[src/hdl/id_pkg.sv]
// decode stage shared types
package id_pkg;

    localparam int XLEN   = 32;
    localparam int REG_AW = 5;

    typedef logic [REG_AW-1:0] reg_addr_t;
    typedef logic [XLEN-1:0]   word_t;

    //////////////////////////////////////////////////
    // instruction fields
    //////////////////////////////////////////////////
    localparam int RD_LSB      = 0;
    localparam int RD_MSB      = 4;
    localparam int RJ_LSB      = 5;
    localparam int RJ_MSB      = 9;
    localparam int RK_LSB      = 10;  // also ui5 of the immediate shifts
    localparam int RK_MSB      = 14;
    localparam int SI12_LSB    = 10;
    localparam int SI12_MSB    = 21;
    localparam int OFFS16_LSB  = 10;  // offs26 high part too
    localparam int OFFS16_MSB  = 25;
    localparam int OFFS26L_LSB = 0;
    localparam int OFFS26L_MSB = 9;
    localparam int SI20_LSB    = 5;
    localparam int SI20_MSB    = 24;

    localparam reg_addr_t REG_ZERO = 5'd0;
    localparam reg_addr_t REG_LINK = 5'd1;  // BL return address

    //////////////////////////////////////////////////
    // sub-opcodes within each class
    //////////////////////////////////////////////////
    typedef enum logic [5:0] {  // inst[31:26]
        OPC_JIRL = 6'b010011, OPC_B    = 6'b010100, OPC_BL   = 6'b010101,
        OPC_BEQ  = 6'b010110, OPC_BNE  = 6'b010111, OPC_BLT  = 6'b011000,
        OPC_BGE  = 6'b011001, OPC_BLTU = 6'b011010, OPC_BGEU = 6'b011011
    } br_opc_e;

    typedef enum logic [3:0] {  // inst[25:22]
        OPC_LD_B  = 4'h0, OPC_LD_H  = 4'h1, OPC_LD_W = 4'h2, OPC_ST_B = 4'h4,
        OPC_ST_H  = 4'h5, OPC_ST_W  = 4'h6, OPC_LD_BU = 4'h8, OPC_LD_HU = 4'h9
    } mem_opc_e;

    localparam logic [2:0] OPC_LU12I_W = 3'b010;  // inst[27:25]

    typedef enum logic [2:0] {  // inst[24:22]
        OPC_SLTI = 3'b000, OPC_SLTUI = 3'b001, OPC_ADDI_W = 3'b010,
        OPC_ANDI = 3'b101, OPC_ORI   = 3'b110, OPC_XORI   = 3'b111
    } imm_opc_e;

    typedef enum logic [6:0] {  // inst[21:15]
        OPC_SLLI_W = 7'b0000001, OPC_SRLI_W = 7'b0001001, OPC_SRAI_W = 7'b0010001
    } sft_opc_e;

    typedef enum logic [4:0] {  // inst[19:15]
        OPC_ADD_W  = 5'b00000, OPC_SUB_W  = 5'b00010, OPC_SLT     = 5'b00100,
        OPC_SLTU   = 5'b00101, OPC_NOR    = 5'b01000, OPC_AND     = 5'b01001,
        OPC_OR     = 5'b01010, OPC_XOR    = 5'b01011, OPC_SLL_W   = 5'b01110,
        OPC_SRL_W  = 5'b01111, OPC_SRA_W  = 5'b10000, OPC_MUL_W   = 5'b11000,
        OPC_MULH_W = 5'b11001, OPC_MULH_WU = 5'b11010
    } rr_opc_e;

    //////////////////////////////////////////////////
    // decoded operation, grouped by result class
    //////////////////////////////////////////////////
    typedef enum logic [4:0] {
        OP_NOP,
        OP_AND, OP_OR, OP_NOR, OP_XOR,
        OP_SLL, OP_SRL, OP_SRA,
        OP_ADD, OP_SUB, OP_SLT, OP_SLTU, OP_MUL, OP_MULH, OP_MULHU,
        OP_LD_B, OP_LD_H, OP_LD_W, OP_LD_BU, OP_LD_HU, OP_ST_B, OP_ST_H, OP_ST_W,
        OP_JIRL, OP_B, OP_BL, OP_BEQ, OP_BNE, OP_BLT, OP_BGE, OP_BLTU, OP_BGEU
    } alu_op_e;

    typedef enum logic [2:0] {
        SEL_NOP, SEL_LOGIC, SEL_SHIFT, SEL_ARITH, SEL_LOAD_STORE, SEL_BRANCH
    } alu_sel_e;

    typedef enum logic [3:0] {
        BR_NONE, BR_JIRL, BR_B, BR_BL, BR_EQ, BR_NE, BR_LT, BR_GE, BR_LTU, BR_GEU
    } br_kind_e;

    typedef struct packed {
        logic      we;
        reg_addr_t waddr;
        word_t     wdata;
    } fwd_src_t;

    typedef struct packed {
        alu_op_e   aluop;
        alu_sel_e  alusel;
        logic      we;
        reg_addr_t waddr;
        logic      reg1_re;
        logic      reg2_re;
        reg_addr_t raddr1;
        reg_addr_t raddr2;
        br_kind_e  br_kind;
    } dec_ctrl_t;

    typedef struct packed {
        logic  flag;
        word_t target;
        logic  next_in_delayslot;
    } branch_t;

    typedef struct packed {
        alu_op_e   aluop;
        alu_sel_e  alusel;
        word_t     reg1;
        word_t     reg2;
        word_t     imm;
        reg_addr_t waddr;
        logic      we;
        word_t     link_addr;
        logic      is_in_delayslot;
    } ex_bundle_t;

endpackage

[src/hdl/inst_decoder.sv]
// instruction decoder
`timescale 1ns/1ps

module inst_decoder (
    input  id_pkg::word_t     inst_i,
    output id_pkg::dec_ctrl_t ctrl_o,
    output id_pkg::word_t     imm_o
);
    import id_pkg::*;

    reg_addr_t rd;
    reg_addr_t rj;
    reg_addr_t rk;
    word_t     si12_zext;
    word_t     si12_sext;
    br_opc_e   br_opc;
    mem_opc_e  mem_opc;
    imm_opc_e  imm_opc;
    sft_opc_e  sft_opc;
    rr_opc_e   rr_opc;

    assign rd        = inst_i[RD_MSB:RD_LSB];
    assign rj        = inst_i[RJ_MSB:RJ_LSB];
    assign rk        = inst_i[RK_MSB:RK_LSB];
    assign si12_zext = {{(XLEN-12){1'b0}}, inst_i[SI12_MSB:SI12_LSB]};
    assign si12_sext = {{(XLEN-12){inst_i[SI12_MSB]}}, inst_i[SI12_MSB:SI12_LSB]};

    assign br_opc  = br_opc_e'(inst_i[31:26]);
    assign mem_opc = mem_opc_e'(inst_i[25:22]);
    assign imm_opc = imm_opc_e'(inst_i[24:22]);
    assign sft_opc = sft_opc_e'(inst_i[21:15]);
    assign rr_opc  = rr_opc_e'(inst_i[19:15]);

    always_comb begin
        ctrl_o        = '0;  // unknown opcode stays a NOP
        ctrl_o.raddr1 = rj;
        ctrl_o.raddr2 = rk;
        imm_o         = '0;

        //////////////////////////////////////////////////
        // class markers, highest first
        //////////////////////////////////////////////////
        if (inst_i[30]) begin
            case (br_opc)
                OPC_JIRL: ctrl_o.aluop = OP_JIRL;
                OPC_B:    ctrl_o.aluop = OP_B;
                OPC_BL:   ctrl_o.aluop = OP_BL;
                OPC_BEQ:  ctrl_o.aluop = OP_BEQ;
                OPC_BNE:  ctrl_o.aluop = OP_BNE;
                OPC_BLT:  ctrl_o.aluop = OP_BLT;
                OPC_BGE:  ctrl_o.aluop = OP_BGE;
                OPC_BLTU: ctrl_o.aluop = OP_BLTU;
                OPC_BGEU: ctrl_o.aluop = OP_BGEU;
                default:  ctrl_o.aluop = OP_NOP;
            endcase
            if (ctrl_o.aluop == OP_JIRL) begin
                ctrl_o.reg1_re = 1'b1;
                ctrl_o.we      = 1'b1;
                ctrl_o.waddr   = rd;
            end else if (ctrl_o.aluop == OP_BL) begin
                ctrl_o.we    = 1'b1;
                ctrl_o.waddr = REG_LINK;
            end else if (ctrl_o.aluop inside {[OP_BEQ:OP_BGEU]}) begin
                ctrl_o.reg1_re = 1'b1;
                ctrl_o.reg2_re = 1'b1;
                ctrl_o.raddr2  = rd;  // compared against rj
            end
        end else if (inst_i[29]) begin
            case (mem_opc)
                OPC_LD_B:  ctrl_o.aluop = OP_LD_B;
                OPC_LD_H:  ctrl_o.aluop = OP_LD_H;
                OPC_LD_W:  ctrl_o.aluop = OP_LD_W;
                OPC_LD_BU: ctrl_o.aluop = OP_LD_BU;
                OPC_LD_HU: ctrl_o.aluop = OP_LD_HU;
                OPC_ST_B:  ctrl_o.aluop = OP_ST_B;
                OPC_ST_H:  ctrl_o.aluop = OP_ST_H;
                OPC_ST_W:  ctrl_o.aluop = OP_ST_W;
                default:   ctrl_o.aluop = OP_NOP;
            endcase
            if (ctrl_o.aluop inside {[OP_ST_B:OP_ST_W]}) begin
                ctrl_o.reg1_re = 1'b1;
                ctrl_o.reg2_re = 1'b1;
                ctrl_o.raddr2  = rd;  // store data
                imm_o          = si12_sext;
            end else if (ctrl_o.aluop != OP_NOP) begin
                ctrl_o.reg1_re = 1'b1;
                ctrl_o.we      = 1'b1;
                ctrl_o.waddr   = rd;
                imm_o          = si12_sext;
            end
        end else if (inst_i[28]) begin
            if (inst_i[27:25] == OPC_LU12I_W) begin
                ctrl_o.aluop   = OP_OR;  // r0 | (si20 << 12)
                ctrl_o.reg1_re = 1'b1;
                ctrl_o.raddr1  = REG_ZERO;
                ctrl_o.we      = 1'b1;
                ctrl_o.waddr   = rd;
                imm_o          = {inst_i[SI20_MSB:SI20_LSB], 12'b0};
            end
        end else if (inst_i[25]) begin
            case (imm_opc)
                OPC_SLTI:   ctrl_o.aluop = OP_SLT;
                OPC_SLTUI:  ctrl_o.aluop = OP_SLTU;
                OPC_ADDI_W: ctrl_o.aluop = OP_ADD;
                OPC_ANDI:   ctrl_o.aluop = OP_AND;
                OPC_ORI:    ctrl_o.aluop = OP_OR;
                OPC_XORI:   ctrl_o.aluop = OP_XOR;
                default:    ctrl_o.aluop = OP_NOP;
            endcase
            if (ctrl_o.aluop != OP_NOP) begin
                ctrl_o.reg1_re = 1'b1;
                ctrl_o.we      = 1'b1;
                ctrl_o.waddr   = rd;
                imm_o = (ctrl_o.aluop inside {[OP_AND:OP_XOR]}) ? si12_zext : si12_sext;
            end
        end else if (inst_i[22]) begin
            case (sft_opc)
                OPC_SLLI_W: ctrl_o.aluop = OP_SLL;
                OPC_SRLI_W: ctrl_o.aluop = OP_SRL;
                OPC_SRAI_W: ctrl_o.aluop = OP_SRA;
                default:    ctrl_o.aluop = OP_NOP;
            endcase
            if (ctrl_o.aluop != OP_NOP) begin
                ctrl_o.reg1_re = 1'b1;
                ctrl_o.we      = 1'b1;
                ctrl_o.waddr   = rd;
                imm_o          = {{(XLEN-REG_AW){1'b0}}, rk};  // ui5
            end
        end else if (inst_i[20]) begin
            case (rr_opc)
                OPC_AND:     ctrl_o.aluop = OP_AND;
                OPC_OR:      ctrl_o.aluop = OP_OR;
                OPC_NOR:     ctrl_o.aluop = OP_NOR;
                OPC_XOR:     ctrl_o.aluop = OP_XOR;
                OPC_SLL_W:   ctrl_o.aluop = OP_SLL;
                OPC_SRL_W:   ctrl_o.aluop = OP_SRL;
                OPC_SRA_W:   ctrl_o.aluop = OP_SRA;
                OPC_ADD_W:   ctrl_o.aluop = OP_ADD;
                OPC_SUB_W:   ctrl_o.aluop = OP_SUB;
                OPC_SLT:     ctrl_o.aluop = OP_SLT;
                OPC_SLTU:    ctrl_o.aluop = OP_SLTU;
                OPC_MUL_W:   ctrl_o.aluop = OP_MUL;
                OPC_MULH_W:  ctrl_o.aluop = OP_MULH;
                OPC_MULH_WU: ctrl_o.aluop = OP_MULHU;
                default:     ctrl_o.aluop = OP_NOP;
            endcase
            if (ctrl_o.aluop != OP_NOP) begin
                ctrl_o.reg1_re = 1'b1;
                ctrl_o.reg2_re = 1'b1;
                ctrl_o.we      = 1'b1;
                ctrl_o.waddr   = rd;
            end
        end

        // result class follows the operation grouping
        if (ctrl_o.aluop inside {[OP_AND:OP_XOR]})
            ctrl_o.alusel = SEL_LOGIC;
        else if (ctrl_o.aluop inside {[OP_SLL:OP_SRA]})
            ctrl_o.alusel = SEL_SHIFT;
        else if (ctrl_o.aluop inside {[OP_ADD:OP_MULHU]})
            ctrl_o.alusel = SEL_ARITH;
        else if (ctrl_o.aluop inside {[OP_LD_B:OP_ST_W]})
            ctrl_o.alusel = SEL_LOAD_STORE;
        else if (ctrl_o.aluop inside {[OP_JIRL:OP_BGEU]})
            ctrl_o.alusel = SEL_BRANCH;
        else
            ctrl_o.alusel = SEL_NOP;

        case (ctrl_o.aluop)
            OP_JIRL: ctrl_o.br_kind = BR_JIRL;
            OP_B:    ctrl_o.br_kind = BR_B;
            OP_BL:   ctrl_o.br_kind = BR_BL;
            OP_BEQ:  ctrl_o.br_kind = BR_EQ;
            OP_BNE:  ctrl_o.br_kind = BR_NE;
            OP_BLT:  ctrl_o.br_kind = BR_LT;
            OP_BGE:  ctrl_o.br_kind = BR_GE;
            OP_BLTU: ctrl_o.br_kind = BR_LTU;
            OP_BGEU: ctrl_o.br_kind = BR_GEU;
            default: ctrl_o.br_kind = BR_NONE;
        endcase
    end

endmodule

[src/hdl/operand_forward.sv]
// source operand forwarding
`timescale 1ns/1ps

module operand_forward (
    input  logic              re_i,
    input  id_pkg::reg_addr_t raddr_i,
    input  id_pkg::word_t     rf_data_i,
    input  id_pkg::word_t     imm_i,
    input  id_pkg::fwd_src_t  ex_fwd_i,
    input  id_pkg::fwd_src_t  mem_fwd_i,
    output id_pkg::word_t     operand_o
);
    import id_pkg::*;

    logic ex_hit;
    logic mem_hit;

    // r0 is hardwired, never forwarded
    assign ex_hit  = ex_fwd_i.we && (ex_fwd_i.waddr == raddr_i) && (raddr_i != REG_ZERO);
    assign mem_hit = mem_fwd_i.we && (mem_fwd_i.waddr == raddr_i) && (raddr_i != REG_ZERO);

    always_comb begin
        if (!re_i) begin
            operand_o = imm_i;             // port not read
        end else if (ex_hit) begin
            operand_o = ex_fwd_i.wdata;    // newest result
        end else if (mem_hit) begin
            operand_o = mem_fwd_i.wdata;
        end else begin
            operand_o = rf_data_i;
        end
    end

endmodule

[src/hdl/branch_unit.sv]
// branch resolution
`timescale 1ns/1ps

module branch_unit (
    input  id_pkg::word_t    pc_i,
    input  id_pkg::word_t    inst_i,
    input  id_pkg::br_kind_e kind_i,
    input  id_pkg::word_t    opnd1_i,
    input  id_pkg::word_t    opnd2_i,
    output id_pkg::branch_t  br_o,
    output id_pkg::word_t    link_addr_o
);
    import id_pkg::*;

    word_t offs16_ext;
    word_t offs26_ext;
    word_t pc_plus_4;
    word_t br_target;
    logic  taken;

    assign pc_plus_4  = pc_i + 32'd4;
    assign offs16_ext = {{(XLEN-18){inst_i[OFFS16_MSB]}},
                         inst_i[OFFS16_MSB:OFFS16_LSB], 2'b00};
    // offs26 sign sits at the top of the low field
    assign offs26_ext = {{(XLEN-28){inst_i[OFFS26L_MSB]}},
                         inst_i[OFFS26L_MSB:OFFS26L_LSB],
                         inst_i[OFFS16_MSB:OFFS16_LSB], 2'b00};

    always_comb begin
        taken     = 1'b0;
        br_target = pc_i + offs16_ext;
        case (kind_i)
            BR_JIRL: begin
                taken     = 1'b1;
                br_target = opnd1_i + offs16_ext;  // register relative
            end
            BR_B, BR_BL: begin
                taken     = 1'b1;
                br_target = pc_i + offs26_ext;
            end
            BR_EQ:   taken = (opnd1_i == opnd2_i);
            BR_NE:   taken = (opnd1_i != opnd2_i);
            BR_LT:   taken = ($signed(opnd1_i) < $signed(opnd2_i));
            BR_GE:   taken = ($signed(opnd1_i) >= $signed(opnd2_i));
            BR_LTU:  taken = (opnd1_i < opnd2_i);
            BR_GEU:  taken = (opnd1_i >= opnd2_i);
            default: taken = 1'b0;
        endcase
    end

    always_comb begin
        br_o = '0;
        if (taken) begin
            br_o.flag              = 1'b1;
            br_o.target            = br_target;
            br_o.next_in_delayslot = 1'b1;
        end
    end

    assign link_addr_o = (kind_i == BR_JIRL || kind_i == BR_BL) ? pc_plus_4 : '0;

endmodule

[src/hdl/id_ex_reg.sv]
// ID/EX pipeline register
`timescale 1ns/1ps

module id_ex_reg (
    input  logic               clk_i,
    input  logic               rst_n_i,
    input  id_pkg::ex_bundle_t d_i,
    output id_pkg::ex_bundle_t q_o
);
    import id_pkg::*;

    always_ff @(posedge clk_i) begin
        if (!rst_n_i) begin
            q_o.aluop           <= OP_NOP;   // bubble toward EX
            q_o.alusel          <= SEL_NOP;
            q_o.reg1            <= '0;
            q_o.reg2            <= '0;
            q_o.imm             <= '0;
            q_o.waddr           <= REG_ZERO;
            q_o.we              <= 1'b0;
            q_o.link_addr       <= '0;
            q_o.is_in_delayslot <= 1'b0;
        end else begin
            q_o <= d_i;
        end
    end

endmodule

[src/hdl/id_stage.sv]
// instruction decode stage
`timescale 1ns/1ps

module id_stage (
    input  logic               clk_i,
    input  logic               rst_n_i,
    input  id_pkg::word_t      pc_i,
    input  id_pkg::word_t      inst_i,
    input  id_pkg::word_t      reg1_i,      // register file, same cycle
    input  id_pkg::word_t      reg2_i,
    input  id_pkg::fwd_src_t   ex_fwd_i,
    input  id_pkg::fwd_src_t   mem_fwd_i,
    input  logic               is_in_delayslot_i,
    output id_pkg::reg_addr_t  raddr1_o,
    output id_pkg::reg_addr_t  raddr2_o,
    output logic               reg1_re_o,
    output logic               reg2_re_o,
    output id_pkg::branch_t    br_o,        // to PC stage, combinational
    output id_pkg::ex_bundle_t ex_o
);
    import id_pkg::*;

    dec_ctrl_t  ctrl;
    word_t      imm;
    word_t      opnd1;
    word_t      opnd2;
    word_t      link_addr;
    ex_bundle_t ex_d;

    inst_decoder dec_i (
        .inst_i (inst_i),
        .ctrl_o (ctrl),
        .imm_o  (imm)
    );

    assign raddr1_o  = ctrl.raddr1;
    assign raddr2_o  = ctrl.raddr2;
    assign reg1_re_o = ctrl.reg1_re;
    assign reg2_re_o = ctrl.reg2_re;

    //////////////////////////////////////////////////
    // operands
    //////////////////////////////////////////////////
    operand_forward fwd1_i (
        .re_i      (ctrl.reg1_re),
        .raddr_i   (ctrl.raddr1),
        .rf_data_i (reg1_i),
        .imm_i     (imm),
        .ex_fwd_i  (ex_fwd_i),
        .mem_fwd_i (mem_fwd_i),
        .operand_o (opnd1)
    );

    operand_forward fwd2_i (
        .re_i      (ctrl.reg2_re),
        .raddr_i   (ctrl.raddr2),
        .rf_data_i (reg2_i),
        .imm_i     (imm),
        .ex_fwd_i  (ex_fwd_i),
        .mem_fwd_i (mem_fwd_i),
        .operand_o (opnd2)
    );

    branch_unit br_unit_i (
        .pc_i        (pc_i),
        .inst_i      (inst_i),
        .kind_i      (ctrl.br_kind),
        .opnd1_i     (opnd1),
        .opnd2_i     (opnd2),
        .br_o        (br_o),
        .link_addr_o (link_addr)
    );

    //////////////////////////////////////////////////
    // bundle for execute
    //////////////////////////////////////////////////
    always_comb begin
        ex_d.aluop           = ctrl.aluop;
        ex_d.alusel          = ctrl.alusel;
        ex_d.reg1            = opnd1;
        ex_d.reg2            = opnd2;
        ex_d.imm             = imm;     // store offset rides here
        ex_d.waddr           = ctrl.waddr;
        ex_d.we              = ctrl.we;
        ex_d.link_addr       = link_addr;
        ex_d.is_in_delayslot = is_in_delayslot_i;
    end

    id_ex_reg id_ex_i (
        .clk_i   (clk_i),
        .rst_n_i (rst_n_i),
        .d_i     (ex_d),
        .q_o     (ex_o)
    );

endmodule

[config.mk]
export PLATFORM = sky130hd
export DESIGN_NAME = id_stage
export DESIGN_NICKNAME = d
export VERILOG_FILES = /design/src/hdl/id_pkg.sv /design/src/hdl/inst_decoder.sv /design/src/hdl/operand_forward.sv /design/src/hdl/branch_unit.sv /design/src/hdl/id_ex_reg.sv /design/src/hdl/id_stage.sv
export SDC_FILE = /design/constraint.sdc
export NUM_CORES = 1
export LEC_CHECK = 0
export BUFFER_PORTS_ARGS = -buffer_cell sky130_fd_sc_hd__buf_2
export CORE_MARGIN = 2
export CORE_UTILIZATION = 25
export DETAILED_ROUTE_END_ITERATION = 7
export MAX_ROUTING_LAYER = met4
export SYNTH_ARGS = -nofsm -noshare
export SYNTH_HDL_FRONTEND = slang
export SYNTH_HIERARCHICAL = 1
export SYNTH_SLANG_ARGS = --single-unit
[constraint.sdc]
create_clock -name clk_i -period 6.75 [get_ports clk_i]
set_clock_uncertainty 0.05 [all_clocks]
set_input_delay 0.3375 -clock clk_i [delete_from_list [all_inputs] [get_ports clk_i]]
set_output_delay 0.3375 -clock clk_i [all_outputs]
set_load 0.05 [all_outputs]
==> results.md <==
* RSZ-0062 raised after global routing: false
* Maximum fanout along the worst path at 33
* Leading cell types by count after synthesis: 158 x sky130_fd_sc_hd__and2_1, 143 x sky130_fd_sc_hd__dfxtp_1, 128 x sky130_fd_sc_hd__inv_1, 119 x sky130_fd_sc_hd__a21oi_1
* Max IR drop VDD at 0.204 mV
* Biggest registers after layout: id_ex_i/q_o: 143 flops
* Fin worst setup slack at 371 ps
* Clock sink total at 143
* Result of the run: complete, no violations
* Layout cells sized above 1 at 30.0%
* Ratio of final minimum period to clock period at 94.5%
* Post-route DRC violation count at 0
* Buffer levels on the longest clock path at 2
* Port Buf Inserts at 395
* Final total negative setup slack at 0 ps
* Total Die Area at 55700 sq um
* Final instance area at 17400 sq um
* Utilization of the core after routing at 33.0%
* Vias in the first global route at 13600
* Placer's final routability congestion estimate at 0.954
* Leading cell types by total area after synthesis: sky130_fd_sc_hd__dfxtp_1 21%, sky130_fd_sc_hd__ha_1 9.4%, sky130_fd_sc_hd__and2_1 7.4%, sky130_fd_sc_hd__o221ai_2 6.7%, sky130_fd_sc_hd__mux2i_1 5.1%
* Total internal power at 1.87 mW
* Signed area change from the synthesized netlist to the final layout at 29.6%
* H-tree depth at 4
* Arrival @ worst endpoint at 5990 ps
* Register bit count reported by yosys at 143
* Static Leak at 7.59 nW
* First-pass GRT wire length at 86900 microns
* CP endpoint kind: output port
* Syn Nets at 1974
* Dominant cell by count in the synthesized netlist: sky130_fd_sc_hd__and2_1
* Effective utilization at floorplan at 25.4%
* Summed instance area of the synthesized netlist at 13400 sq um
* Max-Slew Margin vs Limit at 44.1%
* Power share of the sequential group at 28.0%
* Number of buffers created by CTS at 17
* Classification of the worst setup path: in -> out
* Share of synthesized area occupied by flip-flops and latches at 21.3%
* Combinational fraction of design power at 41.2%
* Worst min-delay path category: in -> reg
* Maximum clock rate at 157 MHz
* Overall global routing resource usage at 21.5%
* Root Buffer Master: sky130_fd_sc_hd__clkbuf_16
* Setup violators final at 0
* Initial antenna violation count at 2
* Count of pins over their slew limit at 0
* Total Wirelength at 59100 microns
* Routed WL per cell at 21.5 microns
* First-iteration detailed-routing DRC count at 772
* Max-cap check violation count at 0
* Net Sw Power at 1.32 mW
* Synth unique cells at 96
* Slew at the pin with the worst max-slew slack at 838 ps
* Number of synthesized flops with an enable pin at 0
* Number of iterations in the first detailed-routing pass at 5
* Average size of a mapped cell at 8.08 sq um
* Via/cell ratio at 5.02
* Instance count along the most critical hold path at 3
* Leading register cell type out of synthesis: sky130_fd_sc_hd__dfxtp_1
* Final hold violations at 0
* Switching share of total power at 41.5%
* Number of flip-flops in the largest register at 143
* Die Wd at 236 microns
* Antenna Violating Nets Remaining at 0
* Number of standard cells after synthesis at 1664
* Most area-hungry cell type in the Yosys netlist: sky130_fd_sc_hd__dfxtp_1
* Start point of the worst min-delay path: pc_i[0]
* Min cycle time layout at 6380 ps
* Most flops, register: id_ex_i/q_o
* Worst min-delay path endpoint: id_ex_i/q_o[1]
* Pwr dens at 183 nW/um^2
* Fraction of registers with async set/reset at 0%
* Final standard cell count with taps included and fillers excluded at 2755
* Largest net degree at the start of global routing at 96
* Layout Nets at 2362
* CTS tree: done
* Register clock-pin slew on the reported worst setup and hold paths at 80 ps
* Placement-stage worst setup slack at 82.1 ps
* Clock Power Share at 30.8%
* Share of the synthesized area in the top cell type at 21.3%
* Count of yosys warnings during synthesis at 6
* CP startpoint kind: input pin
* Via count at 13800
* Boundary Pins at 396
* Cell area after placement at 16800 sq um
* Sum of overflow across all layers after global routing at 0
* Hpwl dp at 48500 microns
* Cell Count Post-Placement at 2719
* Row cnt at 84
* Core Box Area at 52900 sq um
* Vertical die dimension at 236 microns
* Data required time of the critical path at 6360 ps
[worst max-delay path by stage]
stage          cells past startpoint       start       end  slack, ps
2_1_floorplan                     22  inst_i[22]  br_o[10]          3
3_3_place_gp                      29  inst_i[22]   br_o[5]        100
3_5_place_dp                      28  inst_i[22]   br_o[5]         80
4_1_cts                           28  inst_i[22]   br_o[5]         50
5_1_grt                           28  inst_i[22]   br_o[5]         30
6_report                          27  inst_i[22]   br_o[5]        370
[routing by layer]
metal	GRT usage, %	share of wire [%]	vias to the layer above
met3	3.35	4.1	52
met2	37.3	50	374
met1	25.5	44	6655
met5	-	0	-
met4	6.25	2.0	0
li1	-	-	6762
[final cells by class]
type | instances | area [sq um]
Clock buffer | 18 | 429
Sequential cell | 143 | 2860
Inverter | 129 | 487
Multi-Input combinational cell | 1300 | 9610
Tap cell | 688 | 861
Fill cell | 5586 | 35400
Antenna cell | 2 | 5.00
Clock inverter | 14 | 151
Timing Repair Buffer | 461 | 3020
[layout by cell type (no fill, tap or decap), drive strengths merged, types with 5 or more instances in the layout]
cell    instances
nand2         107
or2             6
nor2b          25
buf           460
a21oi         122
o221ai         64
mux2            6
xnor2          41
dfxtp         143
a311oi          6
a211o           7
and2          160
o21a           14
a221oi          5
o31ai          12
a21boi          5
and4            5
or3            18
nand4          21
a31oi          10
xor2           33
nand3         107
clkbuf         18
o211ai          7
nor4            7
and3           17
a211oi         25
nor3           24
mux2i          68
inv           137
ha            101
nand2b         11
nor2           91
a21o           43
o21ai          65
[through the flow]
step                      hold WS (ps)  total power [mW]
after floorplan                    415              1.79
after global placement             496              2.21
after detailed placement           497              2.22
after CTS                          104              3.24
after global routing               135              3.38
final                              163              3.19
[power by group through the flow]
stage | sequential (mW) | combinational [mW] | clock [mW]
finish | 0.894 | 1.31 | 0.982
global route | 0.897 | 1.43 | 1.06
CTS | 0.894 | 1.32 | 1.03
detailed placement | 0.913 | 1.31 | 0
global placement | 0.914 | 1.30 | 0
floorplan | 1.05 | 0.741 | 0
[cells by family after synthesis]
kind of cell / count (synthesis) / share of synthesized area (%)
simple gates: 621 / 25.5
mux: 74 / 5.56
xor+xnor: 74 / 4.82
buf+inv: 221 / 7.98
flops: 143 / 21.3
fa+ha+maj: 103 / 9.70
compound gates: 428 / 25.1
[timing repair]
action                                 in CTS  in global routing
buffers inserted                            0                  1
endpoints found under the hold margin       1                  0
resized for setup                           0                 11
hold buffers                                1                  0
setup endpoints to repair                   0                 17
[worst max-delay path, cell delays in order]
cell and delay [ps]:
sky130_fd_sc_hd__buf_2 130, sky130_fd_sc_hd__inv_1 80, sky130_fd_sc_hd__ha_1 270, sky130_fd_sc_hd__a21oi_1 190, sky130_fd_sc_hd__nand2_1 110, sky130_fd_sc_hd__o21ai_2 160
sky130_fd_sc_hd__buf_4 160, sky130_fd_sc_hd__mux2_2 380, sky130_fd_sc_hd__or4_4 560, sky130_fd_sc_hd__nor2_4 150, sky130_fd_sc_hd__nor4_4 80, sky130_fd_sc_hd__buf_12 170
sky130_fd_sc_hd__nand2b_4 180, sky130_fd_sc_hd__buf_12 190, sky130_fd_sc_hd__o221ai_2 170, sky130_fd_sc_hd__inv_1 60, sky130_fd_sc_hd__ha_1 310, sky130_fd_sc_hd__nand4_1 210
sky130_fd_sc_hd__nor4_4 420, sky130_fd_sc_hd__and4_1 240, sky130_fd_sc_hd__mux2i_1 80, sky130_fd_sc_hd__o31a_1 240, sky130_fd_sc_hd__mux2_2 340, sky130_fd_sc_hd__buf_4 210
sky130_fd_sc_hd__a211oi_2 210, sky130_fd_sc_hd__buf_4 170, sky130_fd_sc_hd__buf_12 130
Note: power is estimated with default switching activity, not from simulation.
